--- config.mk ---
export PLATFORM = sky130hd
export DESIGN_NAME = gpu_memory
export DESIGN_NICKNAME = d
export VERILOG_FILES = /design/src/rtl/mem_isa_pkg.sv /design/src/rtl/mem_data_pkg.sv /design/src/rtl/instr_front.sv /design/src/rtl/line_stage.sv /design/src/rtl/escape_tracker.sv /design/src/rtl/issue_port.sv /design/src/rtl/gpu_memory.sv
export VERILOG_INCLUDE_DIRS = /design/src /design/src/rtl
export SDC_FILE = /design/constraint.sdc
export NUM_CORES = 1
export LEC_CHECK = 0
export ABC_AREA = 1
export BUFFER_PORTS_ARGS = -buffer_cell sky130_fd_sc_hd__buf_2
export CORE_ASPECT_RATIO = 1.2
export CORE_UTILIZATION = 35
export DETAILED_ROUTE_END_ITERATION = 8
export PLACE_DENSITY = 0.6
export SLEW_MARGIN = 20
export SYNTH_ARGS = -nofsm -noshare
export SYNTH_HDL_FRONTEND = slang
export SYNTH_HIERARCHICAL = 1
export SYNTH_SLANG_ARGS = --single-unit
--- constraint.sdc ---
create_clock -name clk_in -period 10.98 [get_ports clk_in]
set_clock_uncertainty 0.1 [all_clocks]
set_input_delay 1.647 -clock clk_in [delete_from_list [all_inputs] [get_ports clk_in]]
set_output_delay 1.647 -clock clk_in [all_outputs]
set_load 0.02 [all_outputs]
--- src/rtl/mem_config.svh ---
`ifndef MEM_CONFIG_SVH
`define MEM_CONFIG_SVH

// ------------------------------
// datapath sizing
// ------------------------------

// FMAs fed in parallel from one staging line
`define MEM_FMA_COUNT 2

// fixed-point word, signed two's complement
`define MEM_WORD_WIDTH 16

// bits after the binary point
`define MEM_FIXED_POINT 10

// results kept per FMA in the write buffer
`define MEM_PHRASES 3

// ------------------------------
// frame buffer side
// ------------------------------

// iteration count per pixel, all ones means never escaped
`define MEM_ITERS_BITS 4

// frame size in pixels
`define MEM_FB_WIDTH 320
`define MEM_FB_HEIGHT 320

// ------------------------------
// controller side
// ------------------------------

// one instruction word per strobe
`define MEM_INSTR_WIDTH 32

`endif

--- src/rtl/mem_isa_pkg.sv ---
package mem_isa_pkg;

    // 4-bit register field of an instruction
    typedef logic [3:0] field_t;

    // 16-bit immediate, same width as a data word
    typedef logic [15:0] imm_t;

    // ------------------------------
    // opcodes shared with the controller
    // ------------------------------
    // only LOADI, LOAD, LOADB, WRITE, OR, SENDITERS and FBSWAP act here
    // the rest run in the controller and look like NOP to this block
    typedef enum logic [3:0] {
        OP_NOP       = 4'd0,
        OP_END       = 4'd1,
        OP_XOR       = 4'd2,
        OP_ADDI      = 4'd3,
        OP_BGE       = 4'd4,
        OP_JUMP      = 4'd5,
        OP_FBSWAP    = 4'd6,
        OP_LOADI     = 4'd7,
        OP_ADD       = 4'd8,
        OP_LOADB     = 4'd9,
        OP_LOAD      = 4'd10,
        OP_WRITEB    = 4'd11,
        OP_WRITE     = 4'd12,
        OP_OR        = 4'd13,
        OP_SENDITERS = 4'd14,
        OP_PAUSE     = 4'd15
    } opcode_e;

    // instruction layout, msb first
    // opcode | field a | immediate | field b | field c
    typedef struct packed {
        opcode_e opcode;
        field_t  field_a;
        imm_t    imm;
        field_t  field_b;
        field_t  field_c;
    } instr_t;

endpackage

--- src/rtl/mem_data_pkg.sv ---
package mem_data_pkg;

    `include "mem_config.svh"

    localparam int FMA_COUNT  = `MEM_FMA_COUNT;
    localparam int WORD_W     = `MEM_WORD_WIDTH;
    localparam int ITERS_W    = `MEM_ITERS_BITS;
    // a, b and c operand per FMA
    localparam int SLOT_COUNT = 3;
    localparam int LINE_WORDS = FMA_COUNT * SLOT_COUNT;

    typedef logic [WORD_W-1:0] word_t;

    // word 0 sits at the msb, word index is fma*3 + slot
    typedef logic [LINE_WORDS*WORD_W-1:0] line_t;

    // phrase p of FMA f at word p*FMA_COUNT + (FMA_COUNT-1-f) from the lsb
    typedef logic [`MEM_PHRASES*FMA_COUNT*WORD_W-1:0] result_buf_t;

    // FMA 0 count at the msb
    typedef logic [FMA_COUNT*ITERS_W-1:0] iters_t;

    typedef logic [$clog2(`MEM_FB_WIDTH*`MEM_FB_HEIGHT)-1:0] pixel_addr_t;

    // lsb of a staging line word
    function automatic int line_lsb(input int word_idx);
        return (LINE_WORDS - 1 - word_idx) * WORD_W;
    endfunction

    // one result word out of the captured buffer
    function automatic word_t buf_word(input result_buf_t rbuf, input int fma, input int phrase);
        return rbuf[(phrase * FMA_COUNT + FMA_COUNT - 1 - fma) * WORD_W +: WORD_W];
    endfunction

    // lsb of one FMA's iteration count
    function automatic int iters_lsb(input int fma);
        return (FMA_COUNT - 1 - fma) * ITERS_W;
    endfunction

endpackage

--- src/rtl/instr_front.sv ---
`timescale 1ns/1ps
`default_nettype none

`include "mem_config.svh"

module instr_front
    import mem_isa_pkg::*, mem_data_pkg::*;
(
    input  wire                         clk_in,
    input  wire                         rst_in,
    input  wire [`MEM_INSTR_WIDTH-1:0]  instr,
    input  wire                         instr_valid,
    input  result_buf_t                 result_buf,
    input  wire                         result_valid,
    output logic                        loadi_stb,
    output logic                        load_stb,
    output logic                        loadb_stb,
    output logic                        write_stb,
    output logic                        or_stb,
    output logic                        send_stb,
    output logic                        swap_stb,
    output field_t                      field_a,
    output field_t                      field_b,
    output field_t                      field_c,
    output imm_t                        imm,
    output result_buf_t                 captured_buf
);

    instr_t ins;

    // ------------------------------
    // instruction split
    // ------------------------------
    assign ins = instr_t'(instr);

    assign field_a = ins.field_a;
    assign field_b = ins.field_b;
    assign field_c = ins.field_c;
    assign imm     = ins.imm;

    // one strobe per opcode this block acts on
    // controller-only opcodes fall through with no strobe
    assign loadi_stb = instr_valid && (ins.opcode == OP_LOADI);
    assign load_stb  = instr_valid && (ins.opcode == OP_LOAD);
    assign loadb_stb = instr_valid && (ins.opcode == OP_LOADB);
    assign write_stb = instr_valid && (ins.opcode == OP_WRITE);
    assign or_stb    = instr_valid && (ins.opcode == OP_OR);
    assign send_stb  = instr_valid && (ins.opcode == OP_SENDITERS);
    assign swap_stb  = instr_valid && (ins.opcode == OP_FBSWAP);

    // ------------------------------
    // FMA result capture
    // ------------------------------
    // last write buffer seen from the FMAs
    // usable by LOADB and OR from the cycle after result_valid
    always_ff @(posedge clk_in) begin
        if (rst_in) begin
            captured_buf <= '0;
        end else if (result_valid) begin
            captured_buf <= result_buf;
        end
    end

endmodule

`default_nettype wire

--- src/rtl/line_stage.sv ---
`timescale 1ns/1ps
`default_nettype none

`include "mem_config.svh"

module line_stage
    import mem_isa_pkg::*, mem_data_pkg::*;
(
    input  wire         clk_in,
    input  wire         rst_in,
    input  wire         loadi_stb,
    input  wire         load_stb,
    input  wire         loadb_stb,
    input  field_t      field_a,
    input  field_t      field_b,
    input  field_t      field_c,
    input  imm_t        imm,
    input  word_t       reg_b,
    input  word_t       reg_c,
    input  result_buf_t captured_buf,
    output line_t       line
);

    line_t  line_next;
    field_t shuffle_code [SLOT_COUNT];
    word_t  ramp;

    // slot a, b, c take their shuffle code from field a, b, c
    assign shuffle_code = '{field_a, field_b, field_c};

    // one shuffled word
    // 0 zero, 1..3 phrase, 4..6 doubled phrase, 13..15 negated phrase
    // codes 7..12 leave the word as it was
    function automatic word_t shuffle_word(
        input field_t      code,
        input result_buf_t rbuf,
        input int          fma,
        input word_t       keep
    );
        word_t w;
        w = keep;
        if (code == 4'd0) begin
            w = '0;
        end else if (code <= 4'd3) begin
            w = buf_word(rbuf, fma, int'(code) - 1);
        end else if (code <= 4'd6) begin
            // doubling drops the msb, wraps like the FMA datapath
            w = buf_word(rbuf, fma, int'(code) - 4) << 1;
        end else if (code >= 4'd13) begin
            w = -buf_word(rbuf, fma, 15 - int'(code));
        end
        return w;
    endfunction

    // ------------------------------
    // next line
    // ------------------------------
    always_comb begin
        line_next = line;
        ramp      = '0;

        // immediate into one word, words past the line are ignored
        if (loadi_stb && (int'(field_a) < LINE_WORDS)) begin
            line_next[line_lsb(int'(field_a)) +: WORD_W] = imm;
        end

        // ramp reg_b + f*reg_c into one slot of every FMA
        // wraps modulo 2^16
        if (load_stb && (int'(field_a) < SLOT_COUNT)) begin
            for (int f = 0; f < FMA_COUNT; f++) begin
                ramp = reg_b + word_t'(f) * reg_c;
                line_next[line_lsb(f * SLOT_COUNT + int'(field_a)) +: WORD_W] = ramp;
            end
        end

        // shuffle captured results, each FMA on its own phrases
        if (loadb_stb) begin
            for (int f = 0; f < FMA_COUNT; f++) begin
                for (int s = 0; s < SLOT_COUNT; s++) begin
                    line_next[line_lsb(f * SLOT_COUNT + s) +: WORD_W] =
                        shuffle_word(shuffle_code[s], captured_buf, f,
                                     line[line_lsb(f * SLOT_COUNT + s) +: WORD_W]);
                end
            end
        end
    end

    // ------------------------------
    // staging register
    // ------------------------------
    // a change here is seen by a WRITE in the very next cycle
    always_ff @(posedge clk_in) begin
        if (rst_in) begin
            line <= '0;
        end else begin
            line <= line_next;
        end
    end

endmodule

`default_nettype wire

--- src/rtl/escape_tracker.sv ---
`timescale 1ns/1ps
`default_nettype none

`include "mem_config.svh"

module escape_tracker
    import mem_data_pkg::*;
(
    input  wire         clk_in,
    input  wire         rst_in,
    input  wire         or_stb,
    input  wire         send_stb,
    input  word_t       reg_a,
    input  result_buf_t captured_buf,
    output iters_t      iters
);

    // |z|^2 >= 4 in fixed point
    localparam word_t ESCAPE_LIMIT = word_t'(4 << `MEM_FIXED_POINT);

    logic [FMA_COUNT-1:0] escaped;
    word_t                mag;

    // ------------------------------
    // divergence test
    // ------------------------------
    // phrase 2 holds the squared magnitude
    // the top bit is dropped before the compare
    always_comb begin
        mag = '0;
        for (int f = 0; f < FMA_COUNT; f++) begin
            mag        = buf_word(captured_buf, f, 2);
            escaped[f] = {1'b0, mag[WORD_W-2:0]} >= ESCAPE_LIMIT;
        end
    end

    // ------------------------------
    // per-FMA counts
    // ------------------------------
    // all ones means still bounded
    // only the first escape of a pixel is kept
    always_ff @(posedge clk_in) begin
        if (rst_in) begin
            iters <= '1;
        end else if (send_stb) begin
            // counts leave with SENDITERS, start over for the next pixels
            iters <= '1;
        end else if (or_stb) begin
            for (int f = 0; f < FMA_COUNT; f++) begin
                if ((iters[iters_lsb(f) +: ITERS_W] == '1) && escaped[f]) begin
                    // iteration number divided by 4 to fit the count
                    iters[iters_lsb(f) +: ITERS_W] <= reg_a[5 -: `MEM_ITERS_BITS];
                end
            end
        end
    end

endmodule

`default_nettype wire

--- src/rtl/issue_port.sv ---
`timescale 1ns/1ps
`default_nettype none

`include "mem_config.svh"

module issue_port
    import mem_isa_pkg::*, mem_data_pkg::*;
(
    input  wire         clk_in,
    input  wire         rst_in,
    input  wire         write_stb,
    input  wire         send_stb,
    input  wire         swap_stb,
    input  field_t      field_a,
    input  field_t      field_b,
    input  line_t       line,
    input  iters_t      iters,
    input  word_t       reg_a,
    input  word_t       reg_b,
    output line_t       abc,
    output logic        use_new_c,
    output logic        fma_out_enable,
    output logic        abc_valid,
    output logic        frame_swap,
    output logic        iters_valid,
    output iters_t      iters_out,
    output pixel_addr_t pixel_addr
);

    always_ff @(posedge clk_in) begin
        if (rst_in) begin
            abc            <= '0;
            use_new_c      <= 1'b0;
            fma_out_enable <= 1'b0;
            abc_valid      <= 1'b0;
            frame_swap     <= 1'b0;
            iters_valid    <= 1'b0;
            iters_out      <= '1;
            pixel_addr     <= '0;
        end else begin
            // ------------------------------
            // single-cycle pulses
            // ------------------------------
            abc_valid   <= write_stb;
            iters_valid <= send_stb;
            frame_swap  <= swap_stb;

            // FMAs only emit a result at the end of a chained dot product
            fma_out_enable <= write_stb && (field_b == 4'd1);

            // ------------------------------
            // toward the FMAs
            // ------------------------------
            if (write_stb) begin
                abc       <= line;
                // 1 takes c from the line, anything else keeps the FMA's own c
                use_new_c <= (field_a == 4'd1);
            end

            // ------------------------------
            // toward the frame buffer
            // ------------------------------
            if (send_stb) begin
                iters_out  <= iters;
                // x from reg_a, y from reg_b
                // two registers since one word cannot cover the frame
                pixel_addr <= pixel_addr_t'(`MEM_FB_HEIGHT * reg_a + reg_b);
            end
        end
    end

endmodule

`default_nettype wire

--- src/rtl/gpu_memory.sv ---
`timescale 1ns/1ps
`default_nettype none

`include "mem_config.svh"

module gpu_memory
    import mem_isa_pkg::*, mem_data_pkg::*;
(
    input  wire                         clk_in,
    input  wire                         rst_in,
    input  wire [`MEM_INSTR_WIDTH-1:0]  instr,
    input  wire                         instr_valid,
    input  word_t                       reg_a,
    input  word_t                       reg_b,
    input  word_t                       reg_c,
    input  result_buf_t                 result_buf,
    input  wire                         result_valid,
    output line_t                       abc,
    output logic                        use_new_c,
    output logic                        fma_out_enable,
    output logic                        abc_valid,
    output logic                        frame_swap,
    output logic                        iters_valid,
    output iters_t                      iters,
    output pixel_addr_t                 pixel_addr
);

    // decoded strobes
    logic        loadi_stb;
    logic        load_stb;
    logic        loadb_stb;
    logic        write_stb;
    logic        or_stb;
    logic        send_stb;
    logic        swap_stb;

    // instruction fields
    field_t      field_a;
    field_t      field_b;
    field_t      field_c;
    imm_t        imm;

    result_buf_t captured_buf;
    line_t       line;
    iters_t      escape_iters;

    // ------------------------------
    // input side
    // ------------------------------
    instr_front front (
        .clk_in       (clk_in),
        .rst_in       (rst_in),
        .instr        (instr),
        .instr_valid  (instr_valid),
        .result_buf   (result_buf),
        .result_valid (result_valid),
        .loadi_stb    (loadi_stb),
        .load_stb     (load_stb),
        .loadb_stb    (loadb_stb),
        .write_stb    (write_stb),
        .or_stb       (or_stb),
        .send_stb     (send_stb),
        .swap_stb     (swap_stb),
        .field_a      (field_a),
        .field_b      (field_b),
        .field_c      (field_c),
        .imm          (imm),
        .captured_buf (captured_buf)
    );

    // ------------------------------
    // processing
    // ------------------------------
    line_stage stage (
        .clk_in       (clk_in),
        .rst_in       (rst_in),
        .loadi_stb    (loadi_stb),
        .load_stb     (load_stb),
        .loadb_stb    (loadb_stb),
        .field_a      (field_a),
        .field_b      (field_b),
        .field_c      (field_c),
        .imm          (imm),
        .reg_b        (reg_b),
        .reg_c        (reg_c),
        .captured_buf (captured_buf),
        .line         (line)
    );

    escape_tracker tracker (
        .clk_in       (clk_in),
        .rst_in       (rst_in),
        .or_stb       (or_stb),
        .send_stb     (send_stb),
        .reg_a        (reg_a),
        .captured_buf (captured_buf),
        .iters        (escape_iters)
    );

    // ------------------------------
    // output side
    // ------------------------------
    issue_port port (
        .clk_in         (clk_in),
        .rst_in         (rst_in),
        .write_stb      (write_stb),
        .send_stb       (send_stb),
        .swap_stb       (swap_stb),
        .field_a        (field_a),
        .field_b        (field_b),
        .line           (line),
        .iters          (escape_iters),
        .reg_a          (reg_a),
        .reg_b          (reg_b),
        .abc            (abc),
        .use_new_c      (use_new_c),
        .fma_out_enable (fma_out_enable),
        .abc_valid      (abc_valid),
        .frame_swap     (frame_swap),
        .iters_valid    (iters_valid),
        .iters_out      (iters),
        .pixel_addr     (pixel_addr)
    );

endmodule

`default_nettype wire

* Word level (Yosys, flattened, before mapping) *
Index checks and enable logic that the tools add are counted.

cells by class
  $add $sub $neg = 49
  multipliers = 1
  magnitude comparators = 13
  eq/ne operators = 14
  shift operators = 23
  muxes and demuxes = 30
  reduce and logical (&&, ||, !) cells = 18

operators with widths
  kind                                                    number
  variable part select 96 x 32 -> 16 bit                  12
  variable part select 96 x 32 -> 15 bit                  6
  subtractor 28 x 2 -> 28 bit, second input constant      18
  two-way mux 16 bit                                      24
  bitwise mux 96 bit                                      3
  two-way mux 96 bit                                      3
  variable part select 16 x 33 -> 96 bit                  3
  adder 28 x 3 -> 28 bit, second input constant           9
  variable shift 16 x 33 -> 96 bit, first input constant  2
  negation 16 bit                                         6
  negation 32 -> 33 bit                                   1
  negation 9 -> 33 bit                                    1
  >= comparator 15 x 13 -> 1 bit, second input constant   2
  == test 4 bit, second input constant                    7
  subtractor 4 x 28 -> 28 bit, first input constant       1
  adder 17 x 16 -> 17 bit                                 1
  adder 16 bit                                            1
  multiplier 3 x 16 -> 11 bit, first input constant       1
  != test 5 x 1 -> 1 bit, second input constant           3
  subtractor 4 x 1 -> 5 bit, second input constant        3
  subtractor 4 x 3 -> 5 bit, second input constant        3
  subtractor 4 x 4 -> 5 bit, first input constant         3
  >= comparator 4 bit, second input constant              3
  <= comparator 4 x 2 -> 1 bit, second input constant     3
  11 further kinds                                        29

word-level totals
  bits in registers = 326
  input bits = 180
  output and inout bits = 126
  logic and storage cells = 162

* Depth between registers and ports, before layout *
  word-level depth = 11
  mapped depth = 26
  depth with buffers taken out = 24

* By module *
The synthesis kept the hierarchy.

modules (own cells, without submodules)
  module          times used  cells an instance  area an instance (µm²)  seq. area each (µm²)
  line_stage      1           4301               21653.3                 1921.8
  issue_port      1           701                5292.6                  2522.4
  instr_front     1           654                4295.4                  1921.8
  escape_tracker  1           49                 341.6                   160.2

* Least setup slack after synthesis *
No wires, ideal clock.

  path type = input port to flip-flop
  start point = input port instr[24]
  end point = register stage.line[69]
  setup time = 117 ps
  arrival time = 4877 ps
  required time = 10763 ps
  setup slack = 5886 ps
  stages = 25
  buffers on the path = 5
  cells stage by stage = buf_4 -> inv_2 -> buf_2 -> buf_2 -> buf_1 -> ha_1 -> inv_2 -> nor2_4 -> nand3_2 -> clkinv_1 -> nand2_1 -> ha_1 -> nor2_1 -> nand2_1 -> nor3_1 -> nand2_4 -> nor2_2 -> inv_2 -> buf_2 -> o211ai_1 -> nand2_1 -> nor2_1 -> nor2_1 -> nor2_1 -> nor2_1

on the way
  word-level cells in the longest chain between the ends = 9
  elaborated cells on any way between the ends = 20

RTL lines
  what                                                           RTL line          text
  start, declared                                                gpu_memory.sv:11  input wire [`MEM_INSTR_WIDTH-1:0] instr,
  branches (longest 7 deep; another with negation 32 -> 33 bit)  n/a
  two-way mux 96 bit (*)                                         line_stage.sv:69  if (load_stb && (int'(field_a) < SLOT_COUNT)) begin
  two-way mux 96 bit (*)                                         line_stage.sv:77  if (loadb_stb) begin
  end signal, assigned                                           line_stage.sv:96  line <= line_next;
  end, declared                                                  line_stage.sv:21  output line_t line

Mark *: on every way between the ends.
A chain may end at the register's enable or synchronous reset.

* Worst setup path after layout *
  start point = input port instr[24]
  end point = register stage.line[4]

The elaborated chain is that of the path after synthesis.

==> insert_results.sql <==
INSERT INTO impl_metrics (metric_group, metric, value, unit) VALUES
('route', 'drt-vias-per-instance', '5.64', ''),
('route', 'detailroute.via_count', '39200', ''),
('synthesis', 'synth-seq-cells', '326', ''),
('placed_design', 'numPortBuffers', '300', ''),
('cts', 'cts_max_path_buffers', '3', ''),
('power', 'clockPowerShare', '35.0', '%'),
('global_route', 'grt.total_usage', '36.6', '%'),
('power', 'power_frac_comb', '31.9', '%'),
('cts', 'cts_tree', 'built', ''),
('worst_setup_path', 'worst-setup-path-type', 'primary input to register', ''),
('worst_setup_path', 'slowest_stage', 'inv_2', ''),
('route', 'post_drt_wl_per_cell', '25.0', 'µm'),
('power', 'power-per-cell-area', '114', 'nW/µm²'),
('synthesis', 'ys.flop_type', 'dfxtp_1', ''),
('worst_setup_path', 'critical_path.cell_chain', 'buf_2 -> buf_4 -> inv_2 -> buf_4 -> ha_1 -> buf_4 -> nand2_2 -> inv_2 -> nand3_1 -> nor2_2 -> nand2_2 -> nor2_4 -> inv_2 -> a21oi_1 -> o21ai_0 -> nand3_1 -> nand3_1 -> nand2_1 -> inv_1', ''),
('cts', 'clkSinkCount', '326', ''),
('cts', 'clkLatencyLatePin', '0.60', 'ns'),
('power', 'power.leakage', '17.9', 'nW'),
('power', 'seqPwrFrac', '33.2', '%'),
('route', 'postRouteWirelength', '174000', 'µm'),
('finish', 'areaGrowthSynthToFinish', '9.21', '%'),
('global_route', 'number_of_antenna_violations_at_the_first_check_in_global_routing', '6', ''),
('synthesis', 'post_synth_net_total', '5974', ''),
('synthesis', 'synthesis.instances', '5705', ''),
('floorplanning', 'placementRows', '120', ''),
('worst_setup_path', 'cpLargestDelayFamily', 'buffers and inverters', ''),
('sta', 'finalCritPeriodShare', '62.6', '%'),
('finish', 'share_of_cells_above_drive_strength_1', '9.22', '%'),
('synthesis', 'synth_enable_flop_cells', '0', ''),
('placed_design', 'place_hpwl', '131000', 'µm'),
('floorplanning', 'starting_density_of_the_core', '35.4', '%'),
('placed_design', 'routabilityCongestion', '1.03', ''),
('finish', 'layout.filler_cells', '10200', ''),
('sta', 'rsz0062_at_grt', 'false', ''),
('outcome', 'run_status', 'finished clean', ''),
('floorplanning', 'floorplan_die_width', '276', 'µm'),
('synthesis', 'synthesis.area_per_instance', '5.54', 'µm²'),
('worst_setup_path', 'worst_setup_path_start_kind', 'primary input', ''),
('cts', 'cts_repair_resize_count', '0', ''),
('cts', 'cts.repair_timing.setup_buffer_count', '0', ''),
('finish', 'design.final.nets', '6021', ''),
('global_route', 'gr-total-overflow', '0', ''),
('sta', 'totalNegativeSetupSlack', '0', 'ns'),
('cts', 'clk_pin_slew_worst_paths', '0.06', 'ns'),
('synthesis', 'synth.yosys.seq_area_share', '20.7', '%'),
('synthesis', 'synthDistinctLibCells', '54', ''),
('power', 'max-vdd-ir-drop', '0.0981', 'mV'),
('global_route', 'first_pass_grt_wire_length', '246000', 'µm'),
('synthesis', 'synth_area', '31600', 'µm²'),
('sta', 'slew-limit-headroom', '10.9', '%'),
('synthesis', 'ys.warnings.count', '6', ''),
('route', 'drc', '0', ''),
('power', 'power_report.internal_total', '2.35', 'mW'),
('floorplanning', 'chipHeight', '331', 'µm'),
('job', 'max_cap_violations', '0', ''),
('power', 'switchingPower', '1.59', 'mW'),
('global_route', 'grt_pass1_vias', '35500', ''),
('floorplanning', 'die_outline_area', '91400', 'µm²'),
('synthesis', 'postSynth.asyncResetShare', '0', '%'),
('floorplanning', 'boundaryPins', '306', ''),
('power', 'sw_frac_of_total', '40.5', '%'),
('worst_setup_path', 'timing.critical_path.required', '11.37', 'ns'),
('sta', 'period_needed', '6.88', 'ns'),
('worst_setup_path', 'timing.critical_path.buf_inv', '8', ''),
('min_path', 'holdCritPathClass', 'register to register', ''),
('finish', 'multi_input_area', '20900', 'µm²'),
('worst_setup_path', 'cp_data_arrival_time', '7.27', 'ns'),
('cts', 'cts_made_buffers', '38', ''),
('sta', 'report.final.hold_viol_count', '0', ''),
('worst_setup_path', 'worstSetupEndpointType', 'register', ''),
('finish', 'area.sequential', '6530', 'µm²');
[flip-flops by register name, summed over array words and instances, names as in the netlist]
name	cells
port/iters_valid	1
tracker/iters	8
front/captured_buf	96
port/iters_out	8
port/use_new_c	1
stage/line	96
port/abc_valid	1
port/abc	96
port/frame_swap	1
port/fma_out_enable	1
port/pixel_addr	17
[per-stage QoR]
step,instances,power [mW],cell area [µm²],setup WS [ns],hold slack [ns]
finish,6947,3.94,34500,4.10,0.349
global route,6941,4.10,34500,3.98,0.371
floorplan,5705,2.08,31600,5.89,0.339
CTS,6941,3.92,34500,4.42,0.354
global placement,6871,2.53,33200,3.80,0.336
detailed placement,6871,2.53,33200,3.80,0.339
[path summary, 6_finish.rpt]
| kind | from | to | slack (ns) | depth (start not counted) |
|---|---|---|---|---|
| worst max-delay path | instr[24] | stage/line[4] | 4.10 | 19 |
| worst min register to register | port/iters_out[0] | port/iters_out[0] | 0.35 | 2 |
| worst min-delay path | port/iters_out[0] | port/iters_out[0] | 0.35 | 2 |
| worst max register to register | front/captured_buf[80] | stage/line[84] | 7.64 | 12 |
[power by group through the flow]
stage	Clock (mW)	Combinational, mW	Sequential (mW)
after floorplan	0	0.779	1.30
after global placement	0	1.20	1.33
after detailed placement	0	1.21	1.33
after CTS	1.40	1.21	1.30
after global routing	1.45	1.35	1.31
final	1.38	1.25	1.31
[cells in the final DEF, fill, tap and decap left out, types with 9 or more instances in the layout]
cell type  netlist  layout
inv_1          581     578
nand3_1        487     487
nand4_1         40      40
o21ai_0        643     642
clkbuf_16        0      39
a22oi_1         47      47
buf_4           47      61
o311ai_0        10      10
xnor2_1         16      16
nand2_2         13      14
nor3_1          27      26
o221ai_1        20      20
o31ai_1         21      21
o21bai_1        29      29
a31oi_1         14      14
a32oi_1         10      10
ha_1            86      85
xor2_1          25      25
nor2_2          19      21
o211ai_1        81      81
nand2_1       1715    1714
nor2_4          15      17
inv_2           27      29
buf_2           94     298
nand3b_1         9       9
nor2_1         737     733
o21ai_1         33      34
a21oi_1        237     237
dfxtp_1        326     326
o22ai_1         32      32
[tightest hold or removal path: stages, from the launching register on]
cell     delay (ns)
dfxtp_1        0.32
nand2_1        0.05
nand3_1        0.05
[synthesized netlist by cell type (13+ instances only)]
| master | count | area, µm² |
|---|---|---|
| inv_1 | 581 | 2180 |
| xnor2_1 | 16 | 140 |
| o31ai_1 | 21 | 158 |
| a22oi_1 | 47 | 353 |
| inv_2 | 27 | 101 |
| nor2_2 | 19 | 119 |
| nand2_2 | 13 | 81.3 |
| buf_2 | 94 | 470 |
| o22ai_1 | 32 | 200 |
| nor3_1 | 27 | 135 |
| nor2_4 | 15 | 169 |
| nand3_1 | 487 | 2440 |
| o211ai_1 | 81 | 608 |
| a21oi_1 | 237 | 1190 |
| nor2_1 | 737 | 2770 |
| buf_1 | 35 | 131 |
| o221ai_1 | 20 | 175 |
| o21bai_1 | 29 | 218 |
| a31oi_1 | 14 | 87.6 |
| ha_1 | 86 | 1080 |
| xor2_1 | 25 | 219 |
| nand4_1 | 40 | 250 |
| buf_6 | 31 | 349 |
| o21ai_1 | 33 | 165 |
| o21ai_0 | 643 | 3220 |
| clkbuf_1 | 143 | 537 |
| nand2_1 | 1715 | 6440 |
| buf_4 | 47 | 353 |
| dfxtp_1 | 326 | 6530 |
[final cells by class]
class / instances / share of cell area (%)
Tap cell: 1159 / 4.20
Sequential cell: 326 / 18.9
Inverter: 615 / 6.71
Antenna cell: 6 / 0.0435
Clock buffer: 50 / 3.07
Multi-Input combinational cell: 4411 / 60.6
Clock inverter: 20 / 0.736
Timing Repair Buffer: 360 / 5.68
[cells by family (layout without fill, tap and decap cells)]
| family | count (synthesis) | count (layout) | share of synthesized area (%) |
|---|---|---|---|
| buffers and inverters | 968 | 1045 | 13.2 |
| other | 0 | 6 | 0 |
| adder cells (fa/ha/maj) | 89 | 89 | 3.60 |
| XOR/XNOR | 42 | 42 | 1.19 |
| AND/OR/NAND/NOR | 3088 | 3088 | 40.2 |
| AO/OA/AOI/OAI | 1192 | 1192 | 21.1 |
| flip-flops | 326 | 326 | 20.7 |
[per-layer routing]
layer  vias to the layer above  global-route usage, %  routed length [µm]
li1                      18600                      -                   -
met1                     18000                   44.1               67300
met2                      2154                   58.1               76100
met3                       496                   6.32               14800
met4                         6                   28.8               15400
met5                         -                      0                  41
No activity file was read; power rests on OpenSTA's default activity.
